--- src/include/mem_stage_settings.svh ---
`ifndef MEM_STAGE_SETTINGS_SVH
`define MEM_STAGE_SETTINGS_SVH

// Data and address width of the stage
`define MEM_XLEN 32

// Destination register index width
`define MEM_RD_BITS 5

// One strobe bit per byte lane
`define MEM_STRB_BITS 4

`endif

--- src/verilog/rv_isa_pkg.sv ---
`default_nettype none

`include "mem_stage_settings.svh"

package rv_isa_pkg;

  // One data or address word
  typedef logic [`MEM_XLEN-1:0] word_t;

  // Byte lane strobes of one word
  typedef logic [`MEM_STRB_BITS-1:0] strb_t;

  // Destination register number
  typedef logic [`MEM_RD_BITS-1:0] reg_idx_t;

  // Access size in bits 1:0, unsigned load flag in bit 2
  typedef logic [2:0] funct3_t;

  // Writeback result source
  typedef logic [2:0] res_src_t;

  // Trap cause carried down the pipe
  typedef logic [1:0] trap_code_t;

  // Result source codes
  localparam res_src_t res_alu = 3'd0;
  localparam res_src_t res_m   = 3'd1;
  localparam res_src_t res_pc4 = 3'd2;
  localparam res_src_t res_tgt = 3'd3;

  // Load or store address not aligned to its size
  localparam trap_code_t trap_ldst_misalign = 2'd2;

  // Access size codes in funct3[1:0]
  localparam logic [1:0] size_byte = 2'd0;
  localparam logic [1:0] size_half = 2'd1;
  localparam logic [1:0] size_word = 2'd2;

endpackage

`default_nettype wire

--- src/verilog/mem_stage_pkg.sv ---
`default_nettype none

package mem_stage_pkg;

  import rv_isa_pkg::*;

  // Instruction as handed over by execute
  typedef struct packed {
    logic       reg_write;
    logic       mem_read;
    logic       mem_write;
    res_src_t   res_src;
    reg_idx_t   rd;
    funct3_t    funct3;
    // Also the byte address of loads and stores
    word_t      alu_result;
    // Store data, already forwarded in execute
    word_t      rs2_data;
    word_t      pc_plus4;
    word_t      jb_target;
    word_t      m_result;
    // Trap raised by an earlier stage
    logic       trap;
    trap_code_t trap_code;
  } ex_mem_t;

  // Data memory request, addresses are word aligned
  typedef struct packed {
    logic  ren;
    word_t raddr;
    logic  we;
    word_t waddr;
    // Store data replicated over the lanes
    word_t wdata;
    strb_t wstrb;
  } dmem_req_t;

  // Registered payload towards writeback
  typedef struct packed {
    logic       reg_write;
    res_src_t   res_src;
    reg_idx_t   rd;
    funct3_t    funct3;
    word_t      alu_result;
    // Formatted load result
    word_t      ld_data;
    word_t      pc_plus4;
    word_t      jb_target;
    word_t      m_result;
    logic       trap;
    trap_code_t trap_code;
  } mem_wb_t;

endpackage

`default_nettype wire

--- src/verilog/ldst_align_check.sv ---
`timescale 1ns/1ps
`default_nettype none

module ldst_align_check (
  input  logic                   mem_read,
  input  logic                   mem_write,
  input  rv_isa_pkg::funct3_t    funct3,
  input  logic [1:0]             offset,
  input  logic                   trap_in,
  input  rv_isa_pkg::trap_code_t trap_code_in,
  output logic                   misalign,
  output logic                   trap_out,
  output rv_isa_pkg::trap_code_t trap_code_out
);

  import rv_isa_pkg::*;

  logic mem_access;

  assign mem_access = mem_read || mem_write;

  always_comb begin
    misalign = 1'b0;

    // Only loads and stores can be misaligned
    if (mem_access) begin
      case (funct3[1:0])
        // Halfword needs an even address
        size_half: misalign = offset[0];
        // Word needs both low bits clear
        size_word: misalign = |offset;
        default:   misalign = 1'b0;
      endcase
    end
  end

  // Merge with a trap from an earlier stage
  assign trap_out = trap_in || misalign;

  // Misalignment code wins over the incoming one
  assign trap_code_out = misalign ? trap_ldst_misalign : trap_code_in;

endmodule

`default_nettype wire

--- src/verilog/load_formatter.sv ---
`timescale 1ns/1ps
`default_nettype none

`include "mem_stage_settings.svh"

module load_formatter (
  input  rv_isa_pkg::word_t   data_in,
  input  logic [1:0]          offset,
  input  rv_isa_pkg::funct3_t funct3,
  output rv_isa_pkg::word_t   data_out
);

  import rv_isa_pkg::*;

  logic [7:0]  ld_byte;
  logic [15:0] ld_half;
  logic        unsigned_ld;

  // Bit 2 of funct3 marks LBU and LHU
  assign unsigned_ld = funct3[2];

  // Byte lane picked by both offset bits
  always_comb begin
    case (offset)
      2'd0:    ld_byte = data_in[7:0];
      2'd1:    ld_byte = data_in[15:8];
      2'd2:    ld_byte = data_in[23:16];
      default: ld_byte = data_in[31:24];
    endcase
  end

  // Halfword picked by offset bit 1 only
  assign ld_half = offset[1] ? data_in[31:16] : data_in[15:0];

  always_comb begin
    case (funct3[1:0])
      size_byte: begin
        if (unsigned_ld) begin
          data_out = {{(`MEM_XLEN - 8){1'b0}}, ld_byte};
        end else begin
          data_out = {{(`MEM_XLEN - 8){ld_byte[7]}}, ld_byte};
        end
      end

      size_half: begin
        if (unsigned_ld) begin
          data_out = {{(`MEM_XLEN - 16){1'b0}}, ld_half};
        end else begin
          data_out = {{(`MEM_XLEN - 16){ld_half[15]}}, ld_half};
        end
      end

      // Full word, nothing to extend
      default: begin
        data_out = data_in;
      end
    endcase
  end

endmodule

`default_nettype wire

--- src/verilog/mem_stage.sv ---
`timescale 1ns/1ps
`default_nettype none

module mem_stage (
  input  logic                      clk,
  input  logic                      rst_n,
  input  mem_stage_pkg::ex_mem_t    ex_in,
  input  logic                      s_valid,
  output logic                      s_ready,
  output mem_stage_pkg::dmem_req_t  dmem_req,
  input  rv_isa_pkg::word_t         dmem_rdata,
  output logic                      m_valid,
  input  logic                      m_ready,
  output mem_stage_pkg::mem_wb_t    wb_out,
  output rv_isa_pkg::word_t         result_mem,
  output rv_isa_pkg::word_t         load_data_mem
);

  import rv_isa_pkg::*;

  logic       s_accept;
  logic [1:0] offset;
  logic       mem_ok;
  word_t      word_addr;
  word_t      st_data;
  strb_t      st_strb;
  word_t      ld_data;
  logic       misalign;
  logic       trap_any;
  trap_code_t trap_code_any;

  // No internal buffering, so ready comes straight from writeback
  assign s_ready  = m_ready;
  assign s_accept = s_valid && s_ready;

  // Byte position inside the addressed word
  assign offset = ex_in.alu_result[1:0];

  // Memory sees word addresses, lanes come from the strobes
  assign word_addr = ex_in.alu_result & ~word_t'(3);

  ldst_align_check u_align (
    .mem_read      (ex_in.mem_read),
    .mem_write     (ex_in.mem_write),
    .funct3        (ex_in.funct3),
    .offset        (offset),
    .trap_in       (ex_in.trap),
    .trap_code_in  (ex_in.trap_code),
    .misalign      (misalign),
    .trap_out      (trap_any),
    .trap_code_out (trap_code_any)
  );

  // Any trap suppresses the access
  assign mem_ok = !ex_in.trap && !misalign;

  // Store data comes from rs2, forwarded in execute
  store_formatter u_st_fmt (
    .data_in  (ex_in.rs2_data),
    .offset   (offset),
    .funct3   (ex_in.funct3),
    .data_out (st_data),
    .wstrb    (st_strb)
  );

  // Enables pulse for the accepting cycle only, so a stall never repeats an access
  assign dmem_req.ren   = s_accept && ex_in.mem_read && mem_ok;
  assign dmem_req.raddr = word_addr;
  assign dmem_req.we    = s_accept && ex_in.mem_write && mem_ok;
  assign dmem_req.waddr = word_addr;
  assign dmem_req.wdata = st_data;
  // Strobes stay quiet for anything but a store
  assign dmem_req.wstrb = ex_in.mem_write ? st_strb : '0;

  // Combinational SRAM, read data is formatted in this cycle
  load_formatter u_ld_fmt (
    .data_in  (dmem_rdata),
    .offset   (offset),
    .funct3   (ex_in.funct3),
    .data_out (ld_data)
  );

  assign load_data_mem = ld_data;

  // Forwarding result for instructions still in this stage
  always_comb begin
    case (ex_in.res_src)
      res_m:   result_mem = ex_in.m_result;
      res_pc4: result_mem = ex_in.pc_plus4;
      res_tgt: result_mem = ex_in.jb_target;
      // ALU result for res_alu and the rest
      default: result_mem = ex_in.alu_result;
    endcase
  end

  // One cycle into writeback
  mem_wb_register u_mem_wb (
    .clk       (clk),
    .rst_n     (rst_n),
    .s_valid   (s_valid),
    .ex_in     (ex_in),
    .ld_data   (ld_data),
    .trap      (trap_any),
    .trap_code (trap_code_any),
    .m_ready   (m_ready),
    .m_valid   (m_valid),
    .wb_out    (wb_out)
  );

endmodule

`default_nettype wire

--- src/verilog/mem_wb_register.sv ---
`timescale 1ns/1ps
`default_nettype none

module mem_wb_register (
  input  logic                     clk,
  input  logic                     rst_n,
  input  logic                     s_valid,
  input  mem_stage_pkg::ex_mem_t   ex_in,
  input  rv_isa_pkg::word_t        ld_data,
  input  logic                     trap,
  input  rv_isa_pkg::trap_code_t   trap_code,
  input  logic                     m_ready,
  output logic                     m_valid,
  output mem_stage_pkg::mem_wb_t   wb_out
);

  import mem_stage_pkg::*;

  logic    load_en;
  mem_wb_t wb_next;

  // Register is free when empty or being drained by writeback
  assign load_en = !m_valid || m_ready;

  always_comb begin
    // A trapping instruction must not write the register file
    wb_next.reg_write  = ex_in.reg_write && !trap;
    wb_next.res_src    = ex_in.res_src;
    wb_next.rd         = ex_in.rd;
    wb_next.funct3     = ex_in.funct3;
    wb_next.alu_result = ex_in.alu_result;
    // Already formatted, SRAM data arrives in the same cycle
    wb_next.ld_data    = ld_data;
    wb_next.pc_plus4   = ex_in.pc_plus4;
    wb_next.jb_target  = ex_in.jb_target;
    wb_next.m_result   = ex_in.m_result;
    wb_next.trap       = trap;
    wb_next.trap_code  = trap_code;
  end

  // Valid bit follows s_valid whenever the register loads
  always_ff @(posedge clk) begin
    if (!rst_n) begin
      m_valid <= 1'b0;
    end else if (load_en) begin
      m_valid <= s_valid;
    end
  end

  // Payload holds while stalled
  always_ff @(posedge clk) begin
    if (load_en) begin
      wb_out <= wb_next;
    end
  end

endmodule

`default_nettype wire

--- src/verilog/store_formatter.sv ---
`timescale 1ns/1ps
`default_nettype none

`include "mem_stage_settings.svh"

module store_formatter (
  input  rv_isa_pkg::word_t   data_in,
  input  logic [1:0]          offset,
  input  rv_isa_pkg::funct3_t funct3,
  output rv_isa_pkg::word_t   data_out,
  output rv_isa_pkg::strb_t   wstrb
);

  import rv_isa_pkg::*;

  // Single lane and lane pair patterns before shifting to the offset
  localparam strb_t strb_one  = strb_t'(1);
  localparam strb_t strb_pair = strb_t'(3);

  always_comb begin
    // Word store is the fallback
    data_out = data_in;
    wstrb    = '1;

    case (funct3[1:0])
      size_byte: begin
        // Low byte copied into every lane
        data_out = {`MEM_STRB_BITS{data_in[7:0]}};
        wstrb    = strb_one << offset;
      end

      size_half: begin
        // Low half copied into both halves
        data_out = {(`MEM_STRB_BITS / 2){data_in[15:0]}};
        // Two lanes starting at the offset
        wstrb    = strb_pair << offset;
      end

      default: begin
        data_out = data_in;
        wstrb    = '1;
      end
    endcase
  end

endmodule

`default_nettype wire
--- config.mk ---
export PLATFORM = sky130hd
export DESIGN_NAME = mem_stage
export DESIGN_NICKNAME = d
export VERILOG_FILES = /design/src/verilog/rv_isa_pkg.sv /design/src/verilog/mem_stage_pkg.sv /design/src/verilog/ldst_align_check.sv /design/src/verilog/load_formatter.sv /design/src/verilog/mem_stage.sv /design/src/verilog/mem_wb_register.sv /design/src/verilog/store_formatter.sv
export VERILOG_INCLUDE_DIRS = /design/src /design/src/include
export SDC_FILE = /design/constraint.sdc
export NUM_CORES = 1
export LEC_CHECK = 0
export ABC_CLOCK_PERIOD_IN_PS = 2250
export BUFFER_PORTS_ARGS = -buffer_cell sky130_fd_sc_hd__buf_4
export CORE_AREA = 4 4 215 217
export DETAILED_ROUTE_END_ITERATION = 8
export DIE_AREA = 0 0 219 221
export HOLD_SLACK_MARGIN = 0.08
export SYNTH_ARGS = -nofsm -noshare
export SYNTH_HDL_FRONTEND = slang
export SYNTH_HIERARCHICAL = 1
export SYNTH_SLANG_ARGS = --single-unit
export TNS_END_PERCENT = 10
--- constraint.sdc ---
create_clock -name clk -period 2.25 [get_ports clk]
set_input_delay 0.3375 -clock clk [delete_from_list [all_inputs] [get_ports clk]]
set_output_delay 0.3375 -clock clk [all_outputs]
set_load 0.01 [all_outputs]
; ---- Word level (Yosys, flattened, before mapping)
; Index checks and enable logic that the tools add are counted.
; Widths: inputs -> output; s select.
[word_totals]
register_bits = 176
inputBits = 213
[classes]
mux = 11
reduce_logical = 17
n_eq_ne = 7
shifts = 2
[ops]
columns = op, n
row1 = $pmux 32 s2, 2
row2 = $pmux 32 s3, 1
row3 = $mux 32, 2
row4 = $pmux 8 s3, 1
row5 = $mux 16, 1
row6 = $pmux 4 s2, 1
row7 = $logic_and 1x1->1, 7
row8 = $eq 3x2->1 const B, 2
row9 = $eq 2x1->1 const B, 2
row10 = $eq 2x2->1 const B, 2
row11 = $logic_not 1->1, 4
row12 = $logic_not 2->1, 2
row13 = $mux 4, 1
row14 = $shl 1x2->4 const A, 1
row15 = $shl 2x2->4 const A, 1
row16 = $eq 3x1->1 const B, 1
row17 = $logic_or 1x1->1, 3
row18 = $pmux 1 s2, 1
row19 = $reduce_or 2->1, 1
row20 = $mux 1, 1

; ---- Logic depth before layout (Yosys ltp)
; Gate-level depths: netlist of run 1.
[logic_depth]
ltp_word = 6
mapped_depth = 7
depth_no_buf = 6

; ---- By module
; The synthesis of run 1 kept the hierarchy.
[modules_own_cells]
columns = module, area_each_um2, cells_per_inst, n_inst, seq_area_each_um2
row1 = mem_wb_register, 5310.1, 180, 1, 5275.1
row2 = mem_stage, 2044.5, 258, 1, 0.0
row3 = load_formatter, 845.8, 115, 1, 0.0
row4 = store_formatter, 494.2, 61, 1, 0.0
row5 = ldst_align_check, 96.3, 13, 1, 0.0

; ---- Worst setup path before layout of run 1
; Ideal clock, no wire load.
[synth_timing]
kind = input-to-reg
from = input port m_ready
to = register u_mem_wb/wb_out[0] (netlist name)
stages = 1
setup_slack_ns = 0.231
t_arrival_ns = 1.603
n_path_buf = 0
required_time_ns = 1.834
cell_sequence = nand2b_4
[synth_between]
elab_chain_cells = 1
[synth_rtl]
columns = item, line_no
row1 = start: declaration, mem_stage.sv:13  ; input logic m_ready,
row2 = $logic_or 1x1->1, mem_wb_register.sv:23  ; assign load_en = !m_valid || m_ready;
; Every way passes these cells.
; A chain may end at the register's enable or synchronous reset.

; ---- Worst setup path in the final report of run 1
[layout_timing]
from = input port ex_in[40] (netlist bit)
to = output port result_mem[5]
[layout_between]
elab_chain_cells = 1
[layout_rtl]
columns = item, line_no
row1 = start: declaration, mem_stage.sv:7  ; input mem_stage_pkg::ex_mem_t ex_in,
row2 = $pmux 32 s3, mem_stage.sv:87  ; case (ex_in.res_src)
row3 = end: declaration, mem_stage.sv:15  ; output rv_isa_pkg::word_t result_mem,
; Every way passes these cells.

==> results list, run 1 <==
- Outcome: complete, no violations
- Timing startpoint of the critical path: ex_in[40]
- At the worst endpoint, the required time is 1.91 ns.
- Leading register cell type out of synthesis: sky130_fd_sc_hd__edfxtp_1
- Worst R2R Start: u_mem_wb/m_valid
- Synthesis instantiated 42 different standard cells from the library.
- Yosys mapped a number of flops with a built-in enable equal to about 180.
- The area growth from synthesis to layout is 72.3%.
* CTS H-tree lvls: 4
- Highest-count cells in the layout ignoring fill and taps: sky130_fd_sc_hd__buf_4 (577), sky130_fd_sc_hd__edfxtp_1 (175), sky130_fd_sc_hd__dlygate4sd3_1 (133), sky130_fd_sc_hd__nor2b_1 (42), sky130_fd_sc_hd__o21ai_1 (38)
- Via total after detailed routing: 7,804
- Weighted congestion reported at the end of routability-driven placement: between 0.8 and 0.9
- Final count of hold timing violations: 0
- The worst setup path is captured at an output port.
* Share of the yosys chip area belonging to registers: 60.0%
* Row count: between 70 and 80
- Final wirelength: around 37,000 um
- In the synthesized netlist, the number of instances is ~630.
* Fin Setup TNS: 0 ns
* DRC: 0
- After the first detailed-routing iteration, the DRC count stood at between 500 and 600.
- Clk slew on worst S/H paths: approximately 0.07 ns
* Critical Path Start Type: input pin
- CP cell instances: dlygate4sd3_1, buf_4, mux2_4, a22oi_2, o21ai_1, buf_4
- Maximum vdd ir drop: 408 uV
* Startpoint of the lowest-slack hold path: ex_in[147]
- The die covers ~48,000 um2.
- The die is 219 um wide.
- Most Frequent Cell on Critical Path: sky130_fd_sc_hd__buf_4
- The count of pins over their slew limit is 0.
* Overall track demand over capacity in global routing: 14.3%
- The clock reaches the later pin of the worst-skew pair after between 0.4 and 0.5 ns.
- Vert. Die Dim: between 200 and 250 um
- Final routed wire length divided by cell count: 19.7 um
- Largest net degree at the start of global routing: ~80
* Post-layout nets: 1,467
* PD cells: ~610 nW/um2
- Setup repair after global routing missed its margin: no
- Core box area: roughly 44,000 um2
- The critical path is of the input pin to output port type.
- For the final database, setup skew stands at between 0.01 and 0.015 ns.
- Final cycle utilization of the critical path: between 90% and 100%
- Detailed Routing Iterations Pass 1: 4
- Counting I/O delays and the setup requirement, the final critical path takes about 2.1 ns.
- After filler insertion, the fill cell instance count of the layout stands at between 4,000 and 5,000.
* Maximum count of clock buffers along a single path: 2
* Share of final-layout standard cells stronger than drive strength 1: 56.2%
- Derived from the worst setup path, the maximum achievable clock frequency is around 480 MHz.
- The tightest min-delay check is of the input pin to flop type.
* Hold Slack: between 0.1 and 0.15 ns
* Initial core utilization: between 10% and 20%
* Crit path largest cell delay: approximately 0.62 ns
- Most area-consuming cells after synthesis: sky130_fd_sc_hd__edfxtp_1 (60%), sky130_fd_sc_hd__buf_4 (6.5%), sky130_fd_sc_hd__mux2_4 (4.8%), sky130_fd_sc_hd__a22oi_2 (4.0%), sky130_fd_sc_hd__nor2b_1 (3.1%)
* CTS tree: done
* Number of global-route vias before repair: 8,132
- Combined area of all synthesized cells: 8790 um2
- Clock Tree Root: sky130_fd_sc_hd__clkbuf_16
- I/O Buffers: around 550
* Clock Sinks: around 180
- Of all flip-flops after synthesis, the portion carrying an async set or reset was 0%.
* Global-route wire length before repair: 52,200 um
- Global route total overflow: 0
* Number of warnings reported in the yosys synthesis log: 6
- Data arrival at the endpoint of the critical path: ~1.8 ns
* Detail-routed via count per cell: around 4.2
* Count of endpoints failing setup in the final report: 0
* Ports placed on the boundary: around 560
* Largest fanout on the critical path: 2
- Design Area, Final: ~15,000 um2
* Initial antenna violation count: 3
* Area share of the largest cell type after synthesis: 59.8%
- Final total power: ~9.2 mW
* DP Area: between 10,000 and 15,000 um2
- A synthesized cell averages between 10 and 15 um2.
- Final ANT Viol Nets: 0
- Summed over all nets, the half-perimeter wirelength after detailed placement is between 20,000 and 30,000 um.
- #FFs+latches synth: roughly 180
- The tool flagged a number of max-cap violations equal to 0.
- Cell type of the slowest stage on the worst timing path: sky130_fd_sc_hd__dlygate4sd3_1
- For this design the static power due to leakage is about 6.6 nW.
- Leaving out fill and tap cells, the most frequent cell in the layout is sky130_fd_sc_hd__buf_4.
- TritonCTS created 17 clock buffers.
- Cell type with the largest total area after synthesis: sky130_fd_sc_hd__edfxtp_1
power breakdown:
part           internal [mW]  switching (mW)  total (mW)  leakage, nW
registers               3.89          0.0772        3.96         1.83
logic                   1.23            1.08        2.32         4.47
clock network           1.54            1.36        2.90        0.273
cells by family after synthesis:
logic type                 share of synthesized area, %
AOI/OAI and AO/OA                                  14.0
buffers and inverters                              9.46
DFF                                                60.0
other                                            0.0427
adders and majority gates                         0.285
muxes                                              10.2
and+or+nand+nor                                    5.98
final timing paths:
kind | end | slack, ns | cells past startpoint
max reg2reg | u_mem_wb/wb_out[12] | 0.88 | 2
min reg2reg | u_mem_wb/wb_out[0] | 0.69 | 1
max | result_mem[5] | 0.15 | 6
min | u_mem_wb/wb_out[147] | 0.13 | 1
cells in the mapped netlist, drive strengths merged, types with 2 or more instances:
| cell | number |
|---|---|
| o31ai | 2 |
| o221ai | 8 |
| o22a | 7 |
| nor3 | 3 |
| clkbuf | 14 |
| and2 | 6 |
| nor2b | 44 |
| mux2 | 50 |
| o21bai | 3 |
| o211ai | 17 |
| nand2 | 34 |
| nor2 | 3 |
| mux2i | 23 |
| edfxtp | 175 |
| o21ai | 41 |
| a21oi | 33 |
| buf | 101 |
| a22oi | 41 |
| ha | 2 |
| nand2b | 2 |
| inv | 7 |
cell type report:
cell class | instances | area, um2 | area share, %
antenna | 1 | 2.50 | 0.0165
clock buffer | 18 | 429 | 2.83
inverter | 8 | 30.0 | 0.198
tap | 592 | 741 | 4.89
sequential | 176 | 5280 | 34.8
clock inverter | 14 | 134 | 0.884
multi-input combinational | 331 | 2710 | 17.9
timing repair buffer | 718 | 5820 | 38.5
flip-flops by register name, summed over array words and instances (netlist names):
name,cells
u_mem_wb/wb_out,175
u_mem_wb/m_valid,1
metrics by stage:
| stage | setup slack [ns] | std cells | utilization (%) |
|---|---|---|---|
| after floorplan | 0.231 | 630 | - |
| after global placement | 0.141 | 1692 | 30.0 |
| after detailed placement | 0.128 | 1692 | 30.0 |
| after CTS | 0.115 | 1857 | 34.3 |
| after global routing | 0.0522 | 1858 | 34.3 |
| final | 0.148 | 1858 | 34.3 |
critical path: cells and delay by family:
family	cells	cell delay [ns]
multiplexers	1	0.25
AO/OA/AOI/OAI	2	0.22
buffers and inverters	3	0.96
layer usage:
metal,vias up,track usage [%],part of all wire [%]
met5,-,0,0.036
met2,455,25.1,50
li1,3536,-,-
met1,3748,15.8,37
met3,63,5.21,9.7
met4,2,5.63,2.9
timing repair:
action / CTS / global route
hold buffers: 133 / 0
setup buffers: 0 / 0
resized for setup: 0 / 0
hold endpoints to repair: 132 / 0
Power figures use the tool's default switching activity.
==> inputs of run 2 (changes only) <==
--- a/config.mk
+++ b/config.mk
@@ -7,13 +7,12 @@
 export NUM_CORES = 1
 export LEC_CHECK = 0
 export ABC_CLOCK_PERIOD_IN_PS = 2250
-export BUFFER_PORTS_ARGS = -buffer_cell sky130_fd_sc_hd__buf_4
-export CORE_AREA = 4 4 215 217
+export BUFFER_PORTS_ARGS = -buffer_cell sky130_fd_sc_hd__buf_2
+export CORE_AREA = 4 4 212 214
 export DETAILED_ROUTE_END_ITERATION = 8
-export DIE_AREA = 0 0 219 221
+export DIE_AREA = 0 0 216 218
 export HOLD_SLACK_MARGIN = 0.08
 export SYNTH_ARGS = -nofsm -noshare
 export SYNTH_HDL_FRONTEND = slang
-export SYNTH_HIERARCHICAL = 1
 export SYNTH_SLANG_ARGS = --single-unit
 export TNS_END_PERCENT = 10
==> run 2 against run 1 <==
First-iteration DRC count grew 19%. Clock skew is essentially flat. Flip-flop and latch count is the same. Design area shrank 11%. Global-route usage grew 1.2 points.
==> results list, run 2 <==
- Outcome: complete, no violations
- The slowest stage of the critical path is the sky130_fd_sc_hd__dlygate4sd3_1 cell.
- STA classifies the critical path startpoint as an input pin.
- Crit Path Class: input pin to output port
- Data on the critical path arrives at its endpoint at roughly 1.9 ns.
- The number of antenna violations at the first check in global routing was 5.
* Chip Width: around 220 um
- Clock Sinks: between 150 and 200
- The critical path contains buffers and inverters numbering 3 combined.
- In the synthesized netlist the dominant register cell turns out to be sky130_fd_sc_hd__edfxtp_1.
* Clock skew after layout: 0.0126 ns
- Summing the areas of all xor and xnor instances in the mapped netlist gives 0% of the synthesized area.
* Synthesized-area fraction occupied by adder cells: 0.439%
- Measured in cells, the most critical reg-to-reg path has a length of 5.
* Final setup slack of the worst path: 0.0350 ns
- Most Frequent Cell on Critical Path: sky130_fd_sc_hd__buf_2
- Combinational family with the most area after synthesis: compound AO/OA/AOI/OAI gates
- Number of global-route vias before repair: 8,303
* CTS tree: done
- The clock reaches the later pin of the worst-skew pair after about 0.48 ns.
- Clk slew on worst S/H paths: approximately 0.07 ns
* Via total after detailed routing: around 7,900
- At the placement stage, the worst setup path has a slack of -0.00747 ns.
* Number of violations reported at the end of detailed-routing iteration 0: around 600
- Registers with the most flip-flops: u_mem_wb.wb_out: 175 flops, u_mem_wb.m_valid: 1 flops
* Share of final-layout standard cells stronger than drive strength 1: 55.3%
- In the finished design, the share of the clock period the worst path needs comes to about 98%.
- The number of different library cells used by synthesis comes to 39.
- Hold timing on the final database bottoms out at a slack of approximately 0.14 ns.
- Endpoint of the lowest-slack register-to-register path: u_mem_wb.m_valid
- Cell type with the largest total area after synthesis: sky130_fd_sc_hd__edfxtp_1
* Count of endpoints failing setup in the final report: 0
- For this design the total switching power over the nets is between 2 and 3 mW.
- After synthesis, the most frequently instantiated cells are sky130_fd_sc_hd__edfxtp_1 (175), sky130_fd_sc_hd__buf_4 (107), sky130_fd_sc_hd__mux2_2 (45).
- Leakage power total: roughly 6.1 nW
- I/O Buffers: between 500 and 600
* DRC: 0
* Required arrival time at the worst endpoint: 1.91 ns
- For this configuration, the core starts out at a cell density of about a fifth.
* Post-CTS Setup Inserts: 0
- Row count: 76
- Clock Tree Root: sky130_fd_sc_hd__clkbuf_16
* Filler cells: between 4,000 and 5,000
- Setup repair after global routing missed its margin: yes
- Relative to the synthesized area, the layout overhead comes to 57.8%.
- sky130_fd_sc_hd__edfxtp_1 is the most common cell in the netlist.
- Global route total overflow: 0
- Counting I/O delays and the setup requirement, the final critical path takes ~2.2 ns.
* Hold Path Sink: u_mem_wb.wb_out[138]
* Mean post-synth cell area: ~13 um2
- Sort of element at the end of the critical path: output port
* Worst R2R Start: u_mem_wb.m_valid
- In this run switching power makes up slightly below 30% of total power.
- The tightest min-delay check is of the input pin to flop type.
- Final wirelength: roughly 38,000 um
- Traced cell by cell, the critical path runs through dlygate4sd3_1, buf_2, mux2_2, a22oi_1, o21ai_1, buf_2.
* Final count of hold timing violations: 0
* Ports placed on the boundary: around 560
- Post-layout nets: around 1,500
- Startpoint of the lowest-slack hold path: ex_in[138]
- CTS H-tree lvls: 4
- In this run the vertical extent of the chip is between 200 and 250 um.
- Final total power: about 9 mW
- The share of total power dissipated in sequential elements is a little over two fifths.
- Overall track demand over capacity in global routing: between 15 and 20%
- Total CTS buffers: 17
- After synthesis, the share of flip-flops with an asynchronous set or reset is 0%.
- Area share of the largest cell type after synthesis: between 60 and 70%
- For this design the ratio of total power to cell area is roughly 670 nW/um2.
* Portion of netlist area occupied by mux cells: 7.54%
- In this design, the largest share of critical-path delay is due to buffers and inverters.
- Most common cell after layout, fill and taps aside: sky130_fd_sc_hd__buf_2
- Detail-routed via count per cell: 4.28
* Highest attainable clock frequency: roughly 450 MHz
- In this design, the stage delay of the slowest critical-path cell is ~0.54 ns.
* Global-route wire length before repair: about 54,000 um
- Register name with the most flops: u_mem_wb.wb_out
- Compound-gate portion of the synthesized area: roughly 13%
- Along the worst hold path, the cell count comes to 1.
* # Max-Cap Violations: 0
- Number of standard cells after synthesis: 640
- The count of pins over their slew limit came to 0.
* Largest net degree at the start of global routing: 61
* Post-synthesis simple-gate area fraction: approximately 5.9%
* Logic pwr share: 22.2%
* Die outline area: 47,100 um2
- In the final routed layout, each cell accounts on average for roughly 21 um.
- Portion of total power attributed to the clock network: around a third
- After synthesis the netlist holds a flip-flop and latch count of 176.
- The congestion estimate from routability-driven global placement came to between 0.9 and 1.
- In the post-synthesis netlist, the biggest area contributors are sky130_fd_sc_hd__edfxtp_1 (62%), sky130_fd_sc_hd__buf_4 (9.4%), sky130_fd_sc_hd__mux2_2 (5.9%), sky130_fd_sc_hd__a22oi_1 (3.7%), sky130_fd_sc_hd__nor2b_1 (2.9%).
- Slack of the worst reg-to-reg path: roughly 0.55 ns
* Number of warnings reported in the yosys synthesis log: 0
- Detailed Routing Iterations Pass 1: 5
- Once layout is complete, the cells apart from fillers number around 1,800.
* Largest fanout on the critical path: 2
* Post-Place Cells: between 1,500 and 2,000
- Leaving out fill and tap cells, the most frequent cells in the layout are sky130_fd_sc_hd__buf_2 (551), sky130_fd_sc_hd__edfxtp_1 (175), sky130_fd_sc_hd__dlygate4sd3_1 (127), sky130_fd_sc_hd__mux2_2 (45), sky130_fd_sc_hd__a22oi_1 (42).
- The register with the most flip-flops in the layout has roughly 180 of them.
- The internal portion of the total power is roughly 6.4 mW.
* Maximum vdd ir drop: between 400 and 500 uV
* Combined area of all synthesized cells: ~8500 um2
- After legalization and detailed placement, the total HPWL measured 29,700 um.
- For this run, the register share of the synthesized area comes to about three fifths.
- In this run the standard cell core region covers 42,900 um2.
- Final core utilization: approximately a third
* Number of enable-type register cells in the synthesized netlist: 175
* Final ANT Viol Nets: 0
- Maximum count of clock buffers along a single path: 2
==> run 2: cell type report <==
cell class	count	area, um2	area share [%]
clock buffer	17	425	3.16
timing repair buffer	724	4520	33.5
clock inverter	15	164	1.22
inverter	5	18.8	0.139
multi-input combinational	319	2340	17.3
sequential	176	5280	39.1
antenna	3	7.51	0.0557
tap	585	732	5.43
==> run 2: cell families after synthesis <==
group	Yosys count
buffers and inverters	148
AOI/OAI and AO/OA	165
other	1
adders and majority gates	3
muxes	55
and+or+nand+nor	92
DFF	176
==> run 2: worst max-delay path by stage <==
| stage | start | to | cells past startpoint |
|---|---|---|---|
| global route | ex_in[164] | load_data_mem[27] | 9 |
| global placement | ex_in[163] | load_data_mem[8] | 9 |
| detailed placement | ex_in[163] | load_data_mem[27] | 9 |
| CTS | ex_in[42] | result_mem[7] | 6 |
| finish | ex_in[42] | result_mem[7] | 6 |
| floorplan | ex_in[164] | load_data_mem[2] | 9 |
==> run 2: through the flow <==
stage | TNS (ns) | cell area (um2)
6_report | 0 | 13500
5_1_grt | -0.00193 | 13500
4_1_cts | 0 | 13500
3_5_place_dp | -0.00747 | 11600
3_3_place_gp | 0 | 11600
2_1_floorplan | -0.879 | 8560
==> run 2: power groups by stage <==
stage / sequential, mW / combinational, mW / clock [mW]
3_3_place_gp: 4.04 / 1.81 / 0
4_1_cts: 3.97 / 2.01 / 3.18
3_5_place_dp: 4.04 / 1.82 / 0
6_report: 3.97 / 2.00 / 3.05
2_1_floorplan: 4.18 / 0.770 / 0
5_1_grt: 3.99 / 2.14 / 3.29
==> run 2: metal layers <==
metal,track usage [%],up-vias,routed length (um)
li1,-,3507,-
met1,16.4,3800,13600
met2,27.9,508,19600
met3,5.39,74,3410
met4,6.89,4,1570
met5,0,-,21
==> run 2: timing repair <==
| action | 4_1_cts | 5_1_grt |
|---|---|---|
| hold endpoints to repair | 126 | 0 |
| hold buffers | 127 | 0 |
| resized for setup | 1 | 6 |
| endpoints found under the setup margin | 1 | 6 |
